`src/host_mem_rd_pkg.sv`:
```
// ======================================================================
// Host memory read engine shared types
// ======================================================================

`default_nettype none

package host_mem_rd_pkg;

    // ==================================================================
    // Address types
    // ==================================================================

    // Full line address as seen on the read channel
    typedef logic [63:0] t_addr;

    // Low address offset counter and its mask
    // The base is line aligned, so the offset is ORed in and never added
    typedef logic [31:0] t_addr_low;

    // ==================================================================
    // Run control and statistics
    // ==================================================================

    // Bursts per run, zero selects an unlimited run
    typedef logic [15:0] t_num_bursts;

    // Traffic counters
    typedef logic [47:0] t_counter;

    // Running sum, rotate-xor hash and the 32-bit word fed to both
    typedef logic [31:0] t_check;

    // Request generator FSM
    typedef enum logic [1:0]
    {
        REQ_IDLE,
        REQ_RUN,
        REQ_DONE
    } t_req_state;

endpackage

`default_nettype wire

```
`src/host_mem_rd_engine.sv`:
```
// ======================================================================
// Host memory read traffic engine
// ======================================================================

`timescale 1ns/1ps
`default_nettype none

module host_mem_rd_engine
#(
    parameter int DATA_WIDTH = 512,
    parameter int BURST_CNT_WIDTH = 7
)
(
    input  wire logic                          clk,
    // Clears the engine and loads the configuration
    input  wire logic                          state_reset,
    input  wire logic                          state_run,

    // Configuration levels
    input  wire host_mem_rd_pkg::t_addr        base_addr,
    input  wire host_mem_rd_pkg::t_addr_low    start_offset,
    input  wire host_mem_rd_pkg::t_addr_low    addr_mask,
    input  wire logic [BURST_CNT_WIDTH-1:0]    burst_len,
    input  wire host_mem_rd_pkg::t_num_bursts  num_bursts,

    // Avalon read channel
    input  wire logic                          rd_waitrequest,
    input  wire logic                          rd_readdatavalid,
    input  wire logic [DATA_WIDTH-1:0]         rd_readdata,
    output logic                               rd_read,
    output host_mem_rd_pkg::t_addr             rd_address,
    output logic [BURST_CNT_WIDTH-1:0]         rd_burstcount,

    // Statistics and status
    output host_mem_rd_pkg::t_counter          rd_bursts_req,
    output host_mem_rd_pkg::t_counter          rd_lines_req,
    output host_mem_rd_pkg::t_counter          rd_lines_resp,
    output host_mem_rd_pkg::t_check            rd_data_sum,
    output host_mem_rd_pkg::t_check            rd_data_hash,
    output logic                               active
);

    // Generator to counters
    logic running;

    // ==================================================================
    // Request side
    // ==================================================================

    rd_request_gen
    #(
        .BURST_CNT_WIDTH (BURST_CNT_WIDTH)
    )
    u_req_gen
    (
        .clk            (clk),
        .state_reset    (state_reset),
        .state_run      (state_run),
        .base_addr      (base_addr),
        .start_offset   (start_offset),
        .addr_mask      (addr_mask),
        .burst_len      (burst_len),
        .num_bursts     (num_bursts),
        .rd_waitrequest (rd_waitrequest),
        .rd_read        (rd_read),
        .rd_address     (rd_address),
        .rd_burstcount  (rd_burstcount),
        .running        (running)
    );

    // ==================================================================
    // Response side
    // ==================================================================

    rd_response_check
    #(
        .DATA_WIDTH (DATA_WIDTH)
    )
    u_resp_check
    (
        .clk              (clk),
        .state_reset      (state_reset),
        .rd_readdatavalid (rd_readdatavalid),
        .rd_readdata      (rd_readdata),
        .rd_data_sum      (rd_data_sum),
        .rd_data_hash     (rd_data_hash)
    );

    // Counters watch the channel directly
    traffic_counters
    #(
        .BURST_CNT_WIDTH (BURST_CNT_WIDTH)
    )
    u_counters
    (
        .clk              (clk),
        .state_reset      (state_reset),
        .rd_read          (rd_read),
        .rd_waitrequest   (rd_waitrequest),
        .rd_burstcount    (rd_burstcount),
        .rd_readdatavalid (rd_readdatavalid),
        .running          (running),
        .rd_bursts_req    (rd_bursts_req),
        .rd_lines_req     (rd_lines_req),
        .rd_lines_resp    (rd_lines_resp),
        .active           (active)
    );

endmodule

`default_nettype wire

```
`src/rd_request_gen.sv`:
```
// ======================================================================
// Read burst request generator
// ======================================================================

`timescale 1ns/1ps
`default_nettype none

module rd_request_gen
#(
    parameter int BURST_CNT_WIDTH = 7
)
(
    input  wire logic                          clk,
    input  wire logic                          state_reset,
    input  wire logic                          state_run,

    // Configuration, sampled while state_reset is high
    input  wire host_mem_rd_pkg::t_addr        base_addr,
    input  wire host_mem_rd_pkg::t_addr_low    start_offset,
    input  wire host_mem_rd_pkg::t_addr_low    addr_mask,
    input  wire logic [BURST_CNT_WIDTH-1:0]    burst_len,
    input  wire host_mem_rd_pkg::t_num_bursts  num_bursts,

    // Avalon read request side
    input  wire logic                          rd_waitrequest,
    output logic                               rd_read,
    output host_mem_rd_pkg::t_addr             rd_address,
    output logic [BURST_CNT_WIDTH-1:0]         rd_burstcount,

    // High while new bursts may still be issued
    output logic                               running
);

    // ==================================================================
    // Run configuration and progress
    // ==================================================================

    host_mem_rd_pkg::t_addr        base_q;
    host_mem_rd_pkg::t_addr_low    mask_q;
    logic [BURST_CNT_WIDTH-1:0]    len_q;
    host_mem_rd_pkg::t_addr_low    offset_q;
    host_mem_rd_pkg::t_num_bursts  bursts_left;
    logic                          unlimited;
    host_mem_rd_pkg::t_req_state   state;

    logic                          req_accept;

    // Request is taken when the memory does not push back
    assign req_accept = rd_read && !rd_waitrequest;

    // ==================================================================
    // Request outputs
    // ==================================================================

    always_comb
    begin
        rd_read = (state == host_mem_rd_pkg::REQ_RUN) && state_run;
        // OR in the masked offset, base alignment keeps the bits disjoint
        rd_address = base_q | host_mem_rd_pkg::t_addr'(offset_q & mask_q);
        rd_burstcount = len_q;
    end

    assign running = rd_read;

    // ==================================================================
    // Configuration load and burst countdown
    // ==================================================================

    always_ff @(posedge clk)
    begin
        if (state_reset)
        begin
            base_q <= base_addr;
            mask_q <= addr_mask;
            len_q <= burst_len;
            offset_q <= start_offset;
            bursts_left <= num_bursts;
            unlimited <= (num_bursts == '0);
            state <= host_mem_rd_pkg::REQ_IDLE;
        end
        else
        begin
            case (state)
                host_mem_rd_pkg::REQ_IDLE:
                begin
                    // Zero base means no read buffer, so nothing is issued
                    if (base_q == '0)
                    begin
                        state <= host_mem_rd_pkg::REQ_DONE;
                    end
                    else
                    begin
                        state <= host_mem_rd_pkg::REQ_RUN;
                    end
                end

                host_mem_rd_pkg::REQ_RUN:
                begin
                    if (req_accept)
                    begin
                        // Step to the next burst, wrap is left to the mask
                        offset_q <= offset_q + host_mem_rd_pkg::t_addr_low'(len_q);
                        bursts_left <= bursts_left - 1'b1;
                        // Last counted burst just went out
                        if (!unlimited && (bursts_left == 16'd1))
                        begin
                            state <= host_mem_rd_pkg::REQ_DONE;
                        end
                    end
                end

                // Stay done until the next reset
                default:
                begin
                    state <= host_mem_rd_pkg::REQ_DONE;
                end
            endcase
        end
    end

endmodule

`default_nettype wire

```
`src/rd_response_check.sv`:
```
// ======================================================================
// Read response sum and hash
// ======================================================================

`timescale 1ns/1ps
`default_nettype none

module rd_response_check
#(
    parameter int DATA_WIDTH = 512
)
(
    input  wire logic                   clk,
    input  wire logic                   state_reset,

    // In-order read responses
    input  wire logic                   rd_readdatavalid,
    input  wire logic [DATA_WIDTH-1:0]  rd_readdata,

    // Validation results
    output host_mem_rd_pkg::t_check     rd_data_sum,
    output host_mem_rd_pkg::t_check     rd_data_hash
);

    // ==================================================================
    // Input stage
    // ==================================================================

    logic                     word_valid;
    host_mem_rd_pkg::t_check  word_q;
    host_mem_rd_pkg::t_check  hash_value;

    // Sample top and bottom 16 bits of every line
    always_ff @(posedge clk)
    begin
        word_q <= {rd_readdata[DATA_WIDTH-1 -: 16], rd_readdata[15:0]};
    end

    always_ff @(posedge clk)
    begin
        if (state_reset)
        begin
            word_valid <= 1'b0;
        end
        else
        begin
            word_valid <= rd_readdatavalid;
        end
    end

    // ==================================================================
    // Accumulators
    // ==================================================================

    always_ff @(posedge clk)
    begin
        if (state_reset)
        begin
            rd_data_sum <= '0;
            hash_value <= '0;
        end
        else if (word_valid)
        begin
            // Sum wraps at 32 bits
            rd_data_sum <= rd_data_sum + word_q;
            // Rotate left by one, then fold in the new word
            hash_value <= {hash_value[30:0], hash_value[31]} ^ word_q;
        end
    end

    // Extra output stage on the hash, one cycle behind the sum
    always_ff @(posedge clk)
    begin
        if (state_reset)
        begin
            rd_data_hash <= '0;
        end
        else
        begin
            rd_data_hash <= hash_value;
        end
    end

endmodule

`default_nettype wire

```
`src/traffic_counters.sv`:
```
// ======================================================================
// Read traffic counters and activity flag
// ======================================================================

`timescale 1ns/1ps
`default_nettype none

module traffic_counters
#(
    parameter int BURST_CNT_WIDTH = 7
)
(
    input  wire logic                        clk,
    input  wire logic                        state_reset,

    // Observed read channel activity
    input  wire logic                        rd_read,
    input  wire logic                        rd_waitrequest,
    input  wire logic [BURST_CNT_WIDTH-1:0]  rd_burstcount,
    input  wire logic                        rd_readdatavalid,

    // Generator still issuing bursts
    input  wire logic                        running,

    output host_mem_rd_pkg::t_counter        rd_bursts_req,
    output host_mem_rd_pkg::t_counter        rd_lines_req,
    output host_mem_rd_pkg::t_counter        rd_lines_resp,
    output logic                             active
);

    // ==================================================================
    // Registered increment strobes
    // ==================================================================

    logic                        incr_req;
    logic [BURST_CNT_WIDTH-1:0]  incr_req_lines;
    logic                        incr_resp;

    always_ff @(posedge clk)
    begin
        if (state_reset)
        begin
            incr_req <= 1'b0;
            incr_req_lines <= '0;
            incr_resp <= 1'b0;
        end
        else
        begin
            incr_req <= rd_read && !rd_waitrequest;
            // Lines only count on an accepted burst
            incr_req_lines <= (rd_read && !rd_waitrequest) ? rd_burstcount : '0;
            incr_resp <= rd_readdatavalid;
        end
    end

    // ==================================================================
    // Counters
    // ==================================================================

    always_ff @(posedge clk)
    begin
        if (state_reset)
        begin
            rd_bursts_req <= '0;
            rd_lines_req <= '0;
            rd_lines_resp <= '0;
        end
        else
        begin
            rd_bursts_req <= rd_bursts_req + host_mem_rd_pkg::t_counter'(incr_req);
            rd_lines_req <= rd_lines_req + host_mem_rd_pkg::t_counter'(incr_req_lines);
            rd_lines_resp <= rd_lines_resp + host_mem_rd_pkg::t_counter'(incr_resp);
        end
    end

    // ==================================================================
    // Activity
    // ==================================================================

    // Busy while issuing or while lines are still owed by the memory
    // A burst still in the strobe stage is not yet in rd_lines_req
    always_ff @(posedge clk)
    begin
        if (state_reset)
        begin
            active <= 1'b0;
        end
        else
        begin
            active <= running || incr_req || (rd_lines_req != rd_lines_resp);
        end
    end

endmodule

`default_nettype wire
```
`config.mk`:
```
export PLATFORM = sky130hd
export DESIGN_NAME = host_mem_rd_engine
export DESIGN_NICKNAME = d
export VERILOG_FILES = /design/src/host_mem_rd_pkg.sv /design/src/host_mem_rd_engine.sv /design/src/rd_request_gen.sv /design/src/rd_response_check.sv /design/src/traffic_counters.sv
export SDC_FILE = /design/constraint.sdc
export NUM_CORES = 1
export LEC_CHECK = 0
export CAP_MARGIN = 40
export CELL_PAD_IN_SITES_DETAIL_PLACEMENT = 0
export CELL_PAD_IN_SITES_GLOBAL_PLACEMENT = 1
export CORE_AREA = 2 2 373 375
export CTS_CLUSTER_DIAMETER = 120
export CTS_CLUSTER_SIZE = 28
export DETAILED_ROUTE_END_ITERATION = 12
export DIE_AREA = 0 0 375 377
export DONT_BUFFER_PORTS = 1
export PLACE_DENSITY_LB_ADDON = 0.2
export SYNTH_ARGS = -nofsm -noshare
export SYNTH_HDL_FRONTEND = slang
export SYNTH_SLANG_ARGS = --single-unit
```
`constraint.sdc`:
```
create_clock -name clk -period 3.4 [get_ports clk]
set_clock_uncertainty 0.2 [all_clocks]
set_input_delay 0.17 -clock clk [delete_from_list [all_inputs] [get_ports clk]]
set_output_delay 0.17 -clock clk [all_outputs]
set_load 0.02 [all_outputs]
```
# [Word-level counts from Yosys, hierarchy flattened]
# Cells that the tools add are included.
[classes] n_addsub=6 mul=0 n_div=0 magnitude_cmp=0 eq_ne=5 shifts=0 mux=10 n_bitwise=4 reduce_logical=15
[op_table] cell="adder 48 x 1 -> 48 bit" n=2
[op_table] cell="2-to-1 mux 32 bit" n=3
[op_table] cell="zero test 64 bit" n=1
[op_table] cell="bitwise OR 64 bit" n=1
[op_table] cell="adder 48 x 7 -> 48 bit" n=1
[op_table] cell="2-to-1 mux 16 bit" n=3
[op_table] cell="inequality test 48 bit" n=1
[op_table] cell="adder 32 bit" n=1
[op_table] cell="adder 32 x 7 -> 32 bit" n=1
[op_table] cell="AND 32 bit" n=1
[op_table] cell="XOR 32 bit" n=1
[op_table] cell="equality test 16 x 1 -> 1 bit (second input constant)" n=1
[op_table] cell="zero test 16 bit" n=1
[op_table] cell="subtractor 16 x 1 -> 16 bit (second input constant)" n=1
[op_table] cell="2-to-1 mux 2 bit" n=3
[op_table] cell="case mux 2 bit (2 select lines)" n=1
[op_table] cell="AND reduction 2 bit" n=2
[op_table] cell="nonzero test 2 bit" n=2
[op_table] cell="logical AND 1 bit" n=3
[op_table] cell="equality test 2 x 1 -> 1 bit (second input constant)" n=1
[op_table] cell="zero test 1 bit" n=2
[op_table] cell="zero test 2 bit" n=1
[op_table] cell="logical OR 1 bit" n=2
[op_table] cell="inequality test 2 x 1 -> 1 bit (second input constant)" n=1
[op_table] cell="other kinds (3)" n=3
[word_totals] ff_bits=436 latchBits=0 ram_bits=0 romBits=0 input_bits=668 out_inout_bits=281 elab_cells=58 mem_count=0

# [Depth between registers and ports, before layout]
[logic_depth] ltp_word=6 ltp_mapped=10 ltp_nobuf=9

# [By module]
# Synthesis repeated with hierarchy kept, for this count alone.
[hier_totals] hier_cells=2074 area_unflattened_um2=20613.5
[by_module_without_submodules] module="traffic_counters" n_inst=1 cells_per_inst=882 area_each_um2=7543.5 seq_area_each_um2=3083.0
[by_module_without_submodules] module="rd_request_gen" n_inst=1 cells_per_inst=574 area_each_um2=7287.0 seq_area_each_um2=4604.4
[by_module_without_submodules] module="rd_response_check" n_inst=1 cells_per_inst=618 area_each_um2=5783.0 seq_area_each_um2=2582.5

# [Worst setup path before layout]
# Ideal clock, no wire load.
[synth_path] path_type="flip-flop to flip-flop" start="reg u_req_gen.len_q[1], in the netlist u_req_gen.rd_burstcount[1]" end="reg u_req_gen.offset_q[31] (data pin)" setup_time_ps=260 t_arrival_ps=2437 t_required_ps=2940 slack_ps=503 path_stages_with_launch=10 n_path_buf=1 period_less_slack_ps=2897 cell_sequence="edfxtp_1 -> ha_1 -> a21o_1 -> a21oi_1 -> o21bai_1 -> a2111oi_2 -> buf_2 -> nor4_1 -> xor2_1 -> mux2_2"
[synth_via] elab_chain_len=4
[synth_lines] element="start, declared" line_no="rd_request_gen.sv:40" rtl="logic [BURST_CNT_WIDTH-1:0] len_q;"
[synth_lines] element="start signal, assigned" line_no="rd_request_gen.sv:75" rtl="len_q <= burst_len;"
[synth_lines] element="adder 32 x 7 -> 32 bit" line_no="rd_request_gen.sv:102" rtl="offset_q <= offset_q + host_mem_rd_pkg::t_addr_low'(len_q);"
[synth_lines] element="2-to-1 mux 32 bit" line_no="rd_request_gen.sv:99" rtl="if (req_accept)"
[synth_lines] element="2-to-1 mux 32 bit" line_no="rd_request_gen.sv:83" rtl="case (state)"
[synth_lines] element="2-to-1 mux 32 bit" line_no="rd_request_gen.sv:71" rtl="if (state_reset)"
[synth_lines] element="end signal, assigned" line_no="rd_request_gen.sv:76" rtl="offset_q <= start_offset;"
[synth_lines] element="end signal, assigned" line_no="rd_request_gen.sv:102"
[synth_lines] element="end, declared" line_no="rd_request_gen.sv:41" rtl="host_mem_rd_pkg::t_addr_low offset_q;"
# No other way between the ends. The select of a mux whose other input is x is not followed.
# A chain may end at the register's enable or synchronous reset.

# [Worst setup path in the final report]
[layout_path] start="reg u_req_gen.len_q[1], in the netlist u_req_gen.rd_burstcount[1]" end="reg u_req_gen.offset_q[14] (data pin)"
# The elaborated chain is that of the path after synthesis.

==> flow_summary_export.csv <==
group,metric,value,unit
timing,timing.slew.headroom,0.111,
die,floorplan.initialDensity,0.144,
clock_tree,clock_insertion_delay_at_the_later_pin_of_the_skew_report,0.67,ns
status,status,"finished clean",
clock_tree,clock_tree_buffer_depth,3,
timing,grt_setup_unrepaired,"false",
critical_path,critPathLaunch,"u_req_gen.rd_burstcount[1]",
synthesis,part_of_the_yosys_area_used_for_sequential_elements,0.520,
drt,drcViolationCount,0,
drt,routed_wire_length_per_instance,18.0,um
timing,min_period,3.25,ns
critical_path,endpoint_kind,"flip-flop",
drt,route.final.wire_length,79400,um
clock_tree,tritoncts_clock_tree,"yes",
synthesis,synth.largest_area_cell,"sky130_fd_sc_hd__dfxtp_1",
die,design.die.area,0.141,mm^2
power,leakagePower,11.4,nW
cells_and_area,syn_to_final_growth,50.8,%
critical_path,worstPathMaxFanout,5,
synthesis,synthDistinctLibCells,68,
die,ioPinCount,949,
critical_path,regToRegStartpoint,"u_req_gen.rd_burstcount[1]",
synthesis,ys_warn_count,0,
critical_path,reg2regPathDepth,11,
cells_and_area,final_core_utilization,0.217,
timing,post-route-period-util,0.956,
grt,all_layer_global_routing_usage,0.108,
critical_path,startpoint_type,"flip-flop",
power,share_comb_of_total_power,0.138,
critical_path,critical_path_required,3.63,ns
power,share_clk_of_total_power,0.366,
die,fp.dieW,375,um
clock_tree,tritoncts_num_sinks,436,
synthesis,netlist_top_cells_area,"sky130_fd_sc_hd__dfxtp_1 29%, sky130_fd_sc_hd__edfxtp_1 23%, sky130_fd_sc_hd__xnor2_1 6.5%",
placed_design,placement.io_buffers,0,
grt,grt_start_max_net_pins,291,
die,die-height,377,um
clock_tree,number_of_buffers_created_by_cts,31,
hold_path,hold-path-cell-count,3,
drt,ant_nets,0,
synthesis,synth_area,0.0197,mm^2
timing,fin_tns_setup,0,ns
timing,finalSetupViolations,0,
critical_path,data_arrival_time_of_the_critical_path,3.48,ns
synthesis,number_of_flops_mapped_to_enable_cells_by_yosys,152,
cells_and_area,fillers,14800,
cells_and_area,nNetsFinal,3304,
synthesis,synth_largest_type_area_fraction,0.288,
timing,hold_violations_final,0,
synthesis,synth.most_common_cell,"sky130_fd_sc_hd__dfxtp_1",
placed_design,gp_congestion,0.750,
timing,timing.final.max_slew_violations,0,
clock_tree,clk_pin_slew,0.11,ns
power,p_int,8.48,mW
drt,drtPass1Iterations,5,
power,switching_share,0.305,
timing,worst_slew_pin_slew,1.33,ns
grt,grt_overflow_total,0,
hold_path,min_path_type,"primary input to flip-flop",
grt,grt_antenna_before_repair,20,
drt,route.detailed.vias_per_inst,3.76,
clock_tree,cts.htree.levels,1,
cells_and_area,fraction_of_layout_cells_with_a_size_suffix_above_1,0.0891,
synthesis,synth.avg_cell_area,10.2,um^2
power,power.switching,3.72,mW
synthesis,synthFlopType,"sky130_fd_sc_hd__dfxtp_1",
placed_design,detailedPlacementHpwl,56800,um
synthesis,synthCells,1929,
synthesis,post_synth_most_frequent_cells,"284 x sky130_fd_sc_hd__dfxtp_1, 221 x sky130_fd_sc_hd__nor2_1, 159 x sky130_fd_sc_hd__nand2_1, 152 x sky130_fd_sc_hd__edfxtp_1, 146 x sky130_fd_sc_hd__xnor2_1",
synthesis,async_reset_ff_frac,0,
critical_path,worst_setup_path_category,"flip-flop to flip-flop",
power,power_frac_seq,0.496,
clock_tree,clock_tree.root_cell,"sky130_fd_sc_hd__clkbuf_16",
timing,max_clock_freq,308,MHz
hold_path,timing.hold.worst.start,"state_reset",
drt,first_drt_iteration_drcs,822,
flow_run,max_cap_viol_count,0,
grt,vias_in_the_first_global_route,17100,
drt,detailroute.via_count,16600,
die,fp.coreArea,0.137,mm^2
die,fp-row-count,136,
synthesis,mappedNetlistNets,2651,
power,pwr_density_cell,410,mW/mm^2
grt,grt_pass1_wl,115000,um
synthesis,synth.ff_latch_count,436,
power,max-vdd-ir-drop,0.405,mV
-- area by class of cell --
type                    count  area, um^2  area share
inverters                  27         101     0.00341
clock inverters            24         412      0.0138
repair buffers            727        7030       0.237
multi-input cells        1359        8880       0.299
well taps                1794        2240      0.0755
clock buffers              32         779      0.0262
diodes                      9        22.5    0.000757
flip-flops and latches    436       10300       0.345
-- layer usage --
metal	up-vias	share of wire	global-route usage
li1	8084	-	-
met4	16	0.022	0.0270
met3	89	0.082	0.0353
met2	447	0.45	0.177
met5	-	0.0011	0
met1	7925	0.44	0.137
-- cells in the final DEF, fill, tap and decap left out, drive strengths merged, types with 51 or more instances in the layout --
master | synthesis | routed
xnor2 | 146 | 146
xor2 | 126 | 126
a21oi | 54 | 54
a21o | 53 | 53
dfxtp | 284 | 284
edfxtp | 152 | 152
nand2 | 160 | 160
dlygate4sd3 | 0 | 609
buf | 50 | 117
o21ai | 79 | 79
nor4 | 57 | 57
nor2 | 221 | 221
nand3 | 60 | 60
ha | 51 | 51
nand4 | 53 | 53
-- final timing paths --
check	slack (ns)	endpoint
max	0.15	u_req_gen.offset_q[14]
min	0.09	u_req_gen.offset_q[26]
max reg2reg	0.15	u_req_gen.offset_q[14]
min reg2reg	0.33	u_resp_check.rd_data_hash[29]
-- critical path: stages, from the launching register on --
cell and delay [ns]:
sky130_fd_sc_hd__edfxtp_1 0.51, sky130_fd_sc_hd__buf_6 0.18, sky130_fd_sc_hd__fa_1 0.45, sky130_fd_sc_hd__a21o_1 0.18, sky130_fd_sc_hd__a21oi_2 0.17, sky130_fd_sc_hd__o21ba_2 0.16, sky130_fd_sc_hd__o21ai_1 0.10, sky130_fd_sc_hd__buf_4 0.18
sky130_fd_sc_hd__nand2_1 0.07, sky130_fd_sc_hd__xor2_1 0.14, sky130_fd_sc_hd__o21ai_0 0.08, sky130_fd_sc_hd__dlygate4sd3_1 0.58
-- flip-flops by register name, summed over array words and instances (netlist names), 2 cells and up --
register                   cells
u_req_gen.state                2
u_req_gen.rd_burstcount        7
u_counters.incr_req_lines      7
u_resp_check.word_q           32
u_resp_check.rd_data_sum      32
u_counters.rd_lines_req       48
u_req_gen.base_q              64
u_resp_check.rd_data_hash     32
u_req_gen.mask_q              32
u_req_gen.bursts_left         16
u_counters.rd_bursts_req      48
u_resp_check.hash_value       32
u_req_gen.offset_q            32
u_counters.rd_lines_resp      48
-- through the flow --
| stage | total power, mW | instances | cell area (um^2) | setup WS [ns] | hold slack (ns) |
|---|---|---|---|---|---|
| 3_5_place_dp | 7.30 | 3726 | 22300 | 0.321 | -0.00224 |
| 5_1_grt | 12.8 | 4404 | 29700 | 0.0000826 | 0.0577 |
| 6_report | 12.2 | 4408 | 29700 | 0.148 | 0.0889 |
| 2_1_floorplan | 6.91 | 1929 | 19700 | 0.503 | -0.00228 |
| 4_1_cts | 12.4 | 4392 | 29600 | 0.0133 | 0.0388 |
| 3_3_place_gp | 7.29 | 3726 | 22300 | 0.263 | -0.00223 |
-- logic make-up (layout without fill, tap and decap cells) --
| logic type | after synthesis | count (layout) | share of synthesized area |
|---|---|---|---|
| AO/OA/AOI/OAI | 280 | 280 | 0.0921 |
| multiplexers | 17 | 17 | 0.00901 |
| XOR/XNOR | 272 | 272 | 0.121 |
| adder cells (fa/ha/maj) | 54 | 54 | 0.0354 |
| flip-flops | 436 | 436 | 0.520 |
| other | 0 | 9 | 0 |
| buffers and inverters | 134 | 810 | 0.0326 |
| AND/OR/NAND/NOR | 736 | 736 | 0.190 |
-- power by group through the flow --
stage          combinational [mW]  clock (mW)  sequential [mW]
2_1_floorplan               0.885           0             6.02
3_3_place_gp                 1.12           0             6.17
3_5_place_dp                 1.12           0             6.18
4_1_cts                      1.65        4.74             6.06
5_1_grt                      1.86        4.89             6.09
6_report                     1.68        4.47             6.04
-- what timing repair did --
action / 4_1_cts / 5_1_grt
hold buffers: 610 / 0
endpoints found under the hold margin: 534 / 0
resized for setup: 0 / 20
setup buffers: 0 / 6
setup endpoints to repair: 0 / 21
Note: power is estimated with default switching activity, not from simulation.
